### src/design/dcache_pkg.sv
// dcache_pkg: address widths, set and way counts, address union, stored line struct

package dcache_pkg;

  // geometry
  localparam int num_ways    = 4;
  localparam int index_bits  = 4;
  localparam int offset_bits = 3;
  localparam int addr_bits   = 32;
  localparam int tag_bits    = addr_bits - index_bits - offset_bits;
  localparam int num_sets    = 1 << index_bits;

  typedef logic [index_bits-1:0] dcache_index_t;
  typedef logic [tag_bits-1:0]   dcache_tag_t;

  // one address word, seen whole or split into its fields
  typedef union packed {
    logic [addr_bits-1:0] raw;
    struct packed {
      dcache_tag_t             tag;
      dcache_index_t           index;
      logic [offset_bits-1:0]  offset;
    } fields;
  } dcache_addr_u;

  // one stored line, a single 64-bit word
  typedef struct packed {
    logic        valid;
    logic        dirty;
    dcache_tag_t tag;
    logic [63:0] data;
  } dcache_line_t;

endpackage

### src/design/dcache_port_if.sv
// dcache_port_if: lookup, write and victim signals between controller and line array

`timescale 1ns/10ps

interface dcache_port_if;
  import dcache_pkg::*;

  // request side, from the controller
  dcache_index_t index;
  dcache_tag_t   tag;
  logic          access;
  logic          wr_en;
  logic [63:0]   wr_data;
  logic          wr_dirty;

  // lookup results, combinational in the array
  logic          hit;
  logic [63:0]   hit_data;
  logic          victim_dirty;
  dcache_tag_t   victim_tag;
  logic [63:0]   victim_data;

  modport ctrl (
    output index, tag, access, wr_en, wr_data, wr_dirty,
    input  hit, hit_data, victim_dirty, victim_tag, victim_data
  );

  modport array (
    input  index, tag, access, wr_en, wr_data, wr_dirty,
    output hit, hit_data, victim_dirty, victim_tag, victim_data
  );

endinterface

### src/design/dcache_ctrl.sv
// dcache_ctrl: request decode, write and touch control, registered results and writeback

`timescale 1ns/10ps

module dcache_ctrl (
  input  logic         clock,
  input  logic         reset,
  input  logic         load_req,
  input  logic         store_req,
  input  logic         fill_req,
  input  logic [31:0]  load_addr,
  input  logic [31:0]  store_addr,
  input  logic [31:0]  fill_addr,
  input  logic [63:0]  store_data,
  input  logic [63:0]  fill_data,
  dcache_port_if.ctrl  port,
  output logic         load_done,
  output logic         load_hit,
  output logic [63:0]  load_data,
  output logic         store_done,
  output logic         store_hit,
  output logic         fill_done,
  output logic         evict_valid,
  output logic [31:0]  evict_addr,
  output logic [63:0]  evict_data
);
  import dcache_pkg::*;

  dcache_addr_u req_addr;
  dcache_addr_u wb_addr;

  // address of the present request
  always_comb begin
    req_addr.raw = load_addr;
    if (store_req) begin
      req_addr.raw = store_addr;
    end else if (fill_req) begin
      req_addr.raw = fill_addr;
    end
  end

  assign port.index    = req_addr.fields.index;
  assign port.tag      = req_addr.fields.tag;
  assign port.access   = load_req | store_req | fill_req;
  // store without a hit does not allocate
  assign port.wr_en    = fill_req | (store_req & port.hit);
  assign port.wr_data  = fill_req ? fill_data : store_data;
  assign port.wr_dirty = store_req;

  // writeback address, victim tag at the same set
  always_comb begin
    wb_addr.fields.tag    = port.victim_tag;
    wb_addr.fields.index  = req_addr.fields.index;
    wb_addr.fields.offset = '0;
  end

  // done strobes and hit flags
  always_ff @(posedge clock) begin
    if (reset) begin
      load_done   <= 1'b0;
      load_hit    <= 1'b0;
      store_done  <= 1'b0;
      store_hit   <= 1'b0;
      fill_done   <= 1'b0;
      evict_valid <= 1'b0;
    end else begin
      load_done   <= load_req;
      load_hit    <= load_req & port.hit;
      store_done  <= store_req;
      store_hit   <= store_req & port.hit;
      fill_done   <= fill_req;
      evict_valid <= fill_req & ~port.hit & port.victim_dirty;
    end
  end

  // result words, zero on a load miss
  always_ff @(posedge clock) begin
    if (load_req) begin
      load_data <= port.hit ? port.hit_data : 64'd0;
    end
    if (fill_req) begin
      evict_addr <= wb_addr.raw;
      evict_data <= port.victim_data;
    end
  end

  // environment issues one request per cycle at most
  one_request: assert property (
    @(posedge clock) disable iff (reset)
    $onehot0({load_req, store_req, fill_req})
  ) else $error("dcache_ctrl: more than one request strobe high");

endmodule

### src/flat_wrapper.sv
// flat-port wrapper written by rule: the top's interface ports become plain ports
module dcache_ctrl_flat import dcache_pkg::*;
  (clock, reset, load_req, store_req, fill_req, load_addr, store_addr, fill_addr, store_data, fill_data, load_done, load_hit, load_data, store_done, store_hit, fill_done, evict_valid, evict_addr, evict_data, port_index, port_tag, port_access, port_wr_en, port_wr_data, port_wr_dirty, port_hit, port_hit_data, port_victim_dirty, port_victim_tag, port_victim_data);
  dcache_port_if port_i ();
  input  logic clock;
  input  logic reset;
  input  logic load_req;
  input  logic store_req;
  input  logic fill_req;
  input  logic [31:0] load_addr;
  input  logic [31:0] store_addr;
  input  logic [31:0] fill_addr;
  input  logic [63:0] store_data;
  input  logic [63:0] fill_data;
  output logic load_done;
  output logic load_hit;
  output logic [63:0] load_data;
  output logic store_done;
  output logic store_hit;
  output logic fill_done;
  output logic evict_valid;
  output logic [31:0] evict_addr;
  output logic [63:0] evict_data;
  output wire logic [$bits(port_i.index)-1:0] port_index;
  output wire logic [$bits(port_i.tag)-1:0] port_tag;
  output wire logic [$bits(port_i.access)-1:0] port_access;
  output wire logic [$bits(port_i.wr_en)-1:0] port_wr_en;
  output wire logic [$bits(port_i.wr_data)-1:0] port_wr_data;
  output wire logic [$bits(port_i.wr_dirty)-1:0] port_wr_dirty;
  input wire logic [$bits(port_i.hit)-1:0] port_hit;
  input wire logic [$bits(port_i.hit_data)-1:0] port_hit_data;
  input wire logic [$bits(port_i.victim_dirty)-1:0] port_victim_dirty;
  input wire logic [$bits(port_i.victim_tag)-1:0] port_victim_tag;
  input wire logic [$bits(port_i.victim_data)-1:0] port_victim_data;
  assign port_index = port_i.index;
  assign port_tag = port_i.tag;
  assign port_access = port_i.access;
  assign port_wr_en = port_i.wr_en;
  assign port_wr_data = port_i.wr_data;
  assign port_wr_dirty = port_i.wr_dirty;
  assign port_i.hit = port_hit;
  assign port_i.hit_data = port_hit_data;
  assign port_i.victim_dirty = port_victim_dirty;
  assign port_i.victim_tag = port_victim_tag;
  assign port_i.victim_data = port_victim_data;
  dcache_ctrl u_core (.clock(clock), .reset(reset), .load_req(load_req), .store_req(store_req), .fill_req(fill_req), .load_addr(load_addr), .store_addr(store_addr), .fill_addr(fill_addr), .store_data(store_data), .fill_data(fill_data), .port(port_i), .load_done(load_done), .load_hit(load_hit), .load_data(load_data), .store_done(store_done), .store_hit(store_hit), .fill_done(fill_done), .evict_valid(evict_valid), .evict_addr(evict_addr), .evict_data(evict_data));
endmodule
### config.mk
export PLATFORM = sky130hd
export DESIGN_NAME = dcache_ctrl_flat
export DESIGN_NICKNAME = d
export VERILOG_FILES = /design/src/design/dcache_pkg.sv /design/src/design/dcache_port_if.sv /design/src/design/dcache_ctrl.sv /design/src/flat_wrapper.sv
export SDC_FILE = /design/constraint.sdc
export NUM_CORES = 1
export LEC_CHECK = 0
export ABC_AREA = 0
export BUFFER_PORTS_ARGS = -buffer_cell sky130_fd_sc_hd__buf_4
export CAP_MARGIN = 20
export CORE_AREA = 2 2 255 257
export DETAILED_ROUTE_END_ITERATION = 6
export DIE_AREA = 0 0 257 259
export SKIP_LAST_GASP = 1
export SYNTH_ARGS = -nofsm -noshare
export SYNTH_HDL_FRONTEND = slang
export SYNTH_SLANG_ARGS = --single-unit
export TNS_END_PERCENT = 20
### constraint.sdc
create_clock -name clock -period 1.3 [get_ports clock]
set_input_delay 0.26 -clock clock [delete_from_list [all_inputs] [get_ports clock]]
set_output_delay 0.26 -clock clock [all_outputs]
set_load 0.01 [all_outputs]
# == Word level (Yosys, flattened, before mapping) ==
# Cells that the tools add are included.
# word_totals
register_bits,163
inputBits,384
word_cells,20
# classes
muxes,3
n_bitwise,8
# op_table
cell,count
$mux W32,2
$mux W64,1
$and A1 B1 Y1,4
$or A1 B1 Y1,3
$not A1 Y1,1

# == Depth between registers and ports, before layout ==
# logic_depth
ltp_word,3
ltp_mapped,5

# == Least setup slack after synthesis ==
# No wires, ideal clock.
# synth_timing
path_kind,input to output
from,input port fill_req
to,output port port_index[0]
arrival_time_ns,0.976
slack_ns,0.064
cell_stages,5
cell_sequence,buf_6 -> buf_6 -> buf_8 -> mux2i_1 -> o21ai_1
# synth_via
elab_chain_cells,2
# synth_lines
item,line_no,source
"start, declared",flat_wrapper.sv:9,input logic fill_req;
$mux W32,dcache_ctrl.sv:37,end else if (fill_req) begin
$mux W32,dcache_ctrl.sv:35,if (store_req) begin
"end, declared",flat_wrapper.sv:24,output wire logic [$bits(port_i.index)-1:0] port_index;
# No other way between the ends.

# == Worst setup path in the final report ==
# layout_timing
from,register u_core.evict_addr[19]
to,output port evict_addr[19]
# layout_rtl
item,line_no,source
"start, declared",dcache_ctrl.sv:24,"output logic [31:0] evict_addr,"
"start signal, assigned",dcache_ctrl.sv:82,evict_addr <= wb_addr.raw;
"end, declared",flat_wrapper.sv:22,output logic [31:0] evict_addr;
# No word-level cell between the ends.

==> results.sh <==
export IMPL_crit_slowest_cell="edfxtp_1"
export IMPL_p_leak_nw=6.46
export IMPL_violations="negative setup slack"
export IMPL_drtIter0Drc=306
export IMPL_detail_route_antenna_nets=0
export IMPL_synth_most_common_cell="edfxtp_1"
export IMPL_io_pins=646
export IMPL_hp_class="in -> reg"
export IMPL_synth_top_area_cell="edfxtp_1"
export IMPL_seqPwrFrac_pct=41.3
export IMPL_period_needed_ns=1.34
export IMPL_internal_power_w=0.0111
export IMPL_overflow=0
export IMPL_dieArea_mm2=0.0666
export IMPL_irDropWorstVdd_mv=0.782
export IMPL_routabilityCongestion=0.921
export IMPL_crit_start="u_core.evict_addr[19]$_DFFE_PP_"
export IMPL_clock_sinks=163
export IMPL_whs_ns=0.0708
export IMPL_yosysWarnings=0
export IMPL_drive_above_1_share_pct=65.8
export IMPL_avgSynthCellArea_um2=16.3
export IMPL_power_switching_w=0.00425
export IMPL_slowest_delay_ns=0.46
export IMPL_rsz0062_at_grt="true"
export IMPL_yosysSeqAreaShare_pct=71.3
export IMPL_cp_required_ns=1.04
export IMPL_drc_errors=0
export IMPL_cp_cell_sequence="buf_6"
export IMPL_fp_row_count=93
export IMPL_p_total_w=0.0154
export IMPL_clkPwrFrac_pct=35.7
export IMPL_grt_max_degree=42
export IMPL_vias=6710
export IMPL_dieHeight_um=259
export IMPL_synth_top_cells_by_count="edfxtp_1 (157), and2_1 (66), mux2_2 (54)"
export IMPL_fmax_mhz=744
export IMPL_start_util_pct=10.6
export IMPL_worstHoldEndpoint="u_core.load_data[60]$_SDFFCE_PN0P_"
export IMPL_max_cap_violations=0
export IMPL_cts_tree="yes"
export IMPL_top_regs="u_core.evict_data x64, u_core.load_data x64, u_core.evict_addr x29"
export IMPL_maxSlewViolCount=0
export IMPL_setup_violations_final=16
export IMPL_path_buf_inv=1
export IMPL_worstHoldStart="port_hit_data[60]"
export IMPL_status="complete, but fails checks"
export IMPL_crit_fanout=1
export IMPL_netlist_area_mm2=0.00679
export IMPL_synth_distinct_cells=19
export IMPL_grt_use_total_pct=12.9
export IMPL_ctsLongestPathBuffers=2
export IMPL_numPortBuffers=633
export IMPL_ys_flop_type="edfxtp_1"
export IMPL_finalHoldViolCount=0
export IMPL_synth_seq_cells=163
export IMPL_htreeDepth=4
export IMPL_end_kind="output port"
export IMPL_root_buffer="clkbuf_16"
export IMPL_core_area_mm2=0.0639
export IMPL_synth_async_reset_ratio_pct=0
export IMPL_powerDensity_mw_per_mm2=1040
export IMPL_crit_arrival_ns=1.08
export IMPL_dr_pass1_iters=4
export IMPL_fill_cells=6801
export IMPL_start_kind="flop"
export IMPL_synthToLayoutAreaGrowth_pct=117
export IMPL_post_drt_wl_per_cell_um=21.6
export IMPL_p_comb_share_pct=23.0
export IMPL_synth_top_area_share_pct=69.5
export IMPL_clkSlewWorstSetupHoldPaths_ns=0.08
export IMPL_dp_hpwl_um=36900
export IMPL_p_sw_share_pct=27.7
export IMPL_grt_pass1_vias=7287
export IMPL_drt_total_wl_um=44200
export IMPL_die_x_um=257
export IMPL_hold_depth=2
export IMPL_worstSetupPathType="reg -> out"
export IMPL_min_period_over_period_pct=103
export IMPL_synth_cells=416
export IMPL_ys_top_cells_by_area="edfxtp_1 (69%), mux2_2 (9.0%), and2_1 (6.1%)"
export IMPL_via_per_inst=3.29
export IMPL_crit_family="flip-flops"
export IMPL_numCtsBuffers=17
export IMPL_synth_edff_count=157
export IMPL_nets=1556
export IMPL_antenna_found_initial=22
export IMPL_grt_pass1_wl_um=58300
export IMPL_worst_slack_ns=-0.0432
[metal layers]
| metal | global-route usage [%] | part of all wire, % | up-vias |
|---|---|---|---|
| li1 | - | - | 3040 |
| met1 | 14.3 | 38 | 3125 |
| met2 | 23.7 | 51 | 463 |
| met3 | 4.36 | 8.5 | 66 |
| met4 | 3.12 | 1.8 | 16 |
| met5 | 0 | 0.23 | - |
[worst max path at each step]
stage,slack (ns),to,cells past startpoint
4_1_cts,-0.14,evict_addr[19],1
6_report,-0.04,evict_addr[19],1
3_3_place_gp,-0.25,port_index[1],5
3_5_place_dp,-0.28,port_index[0],5
2_1_floorplan,0.06,port_index[0],5
5_1_grt,-0.11,evict_addr[19],1
[placed cells by master, fill, tap and decap left out, types with 2 or more instances in the layout]
cell type | synthesis | final
buf_4 | 4 | 637
edfxtp_1 | 157 | 157
dlygate4sd3_1 | 0 | 90
and2_1 | 66 | 66
mux2_2 | 54 | 38
nand2_1 | 29 | 29
mux2_4 | 10 | 26
o21ai_1 | 29 | 25
mux2i_1 | 29 | 24
clkbuf_16 | 0 | 18
buf_6 | 3 | 18
buf_12 | 0 | 8
dfxtp_1 | 6 | 6
inv_8 | 0 | 5
buf_16 | 0 | 5
buf_8 | 3 | 5
mux2i_4 | 0 | 4
o21ai_2 | 0 | 4
nor2b_1 | 3 | 3
conb_1 | 1 | 3
clkinv_4 | 0 | 3
clkinv_8 | 0 | 3
diode_2 | 0 | 2
inv_6 | 0 | 2
[repair_timing]
action / in CTS / in global routing
setup buffers: 5 / 0
pin swaps: 1 / 2
endpoints found under the hold margin: 90 / 0
endpoints found under the setup margin: 190 / 176
resized for setup: 39 / 34
gates cloned: 5 / 1
hold buffers: 90 / 0
[logic make-up after synthesis]
kind of cell,count (synthesis),share of synthesized area (%)
flip-flops,163,71.3
AND/OR/NAND/NOR,100,8.19
multiplexers,93,15.5
AO/OA/AOI/OAI,30,2.25
buffers and inverters,29,2.80
other,1,0.0553
[per-stage QoR]
step           cells  setup slack, ns  util [%]  setup TNS [ns]  cell area, µm²
6_report        2042          -0.0432      23.0          -0.202           14700
5_1_grt         2040           -0.112      23.0           -2.94           14700
4_1_cts         2041           -0.144      22.8           -3.98           14600
3_5_place_dp    1909           -0.278      19.9          -17.86           12700
3_3_place_gp    1909           -0.252      19.9          -16.09           12700
2_1_floorplan    418           0.0640         -               0            6790
[cell type report]
| type | instances | area, µm² | share of cell area [%] |
|---|---|---|---|
| Clock buffer | 17 | 425 | 2.89 |
| Clock inverter | 15 | 186 | 1.27 |
| Tap cell | 855 | 1070 | 7.27 |
| Sequential cell | 163 | 4830 | 32.9 |
| Timing Repair Buffer | 764 | 6280 | 42.7 |
| Antenna cell | 2 | 5.00 | 0.0340 |
| Multi-Input combinational cell | 226 | 1900 | 12.9 |
[power groups by stage]
stage,Sequential (W),Clock [W],Combinational (W)
after floorplan,0.00666,0,0.000649
after global placement,0.00645,0,0.00313
after detailed placement,0.00646,0,0.00314
after CTS,0.00634,0.00578,0.00354
after global routing,0.00638,0.00594,0.00376
final,0.00634,0.00549,0.00353
Note: power is estimated with default switching activity, not from simulation.
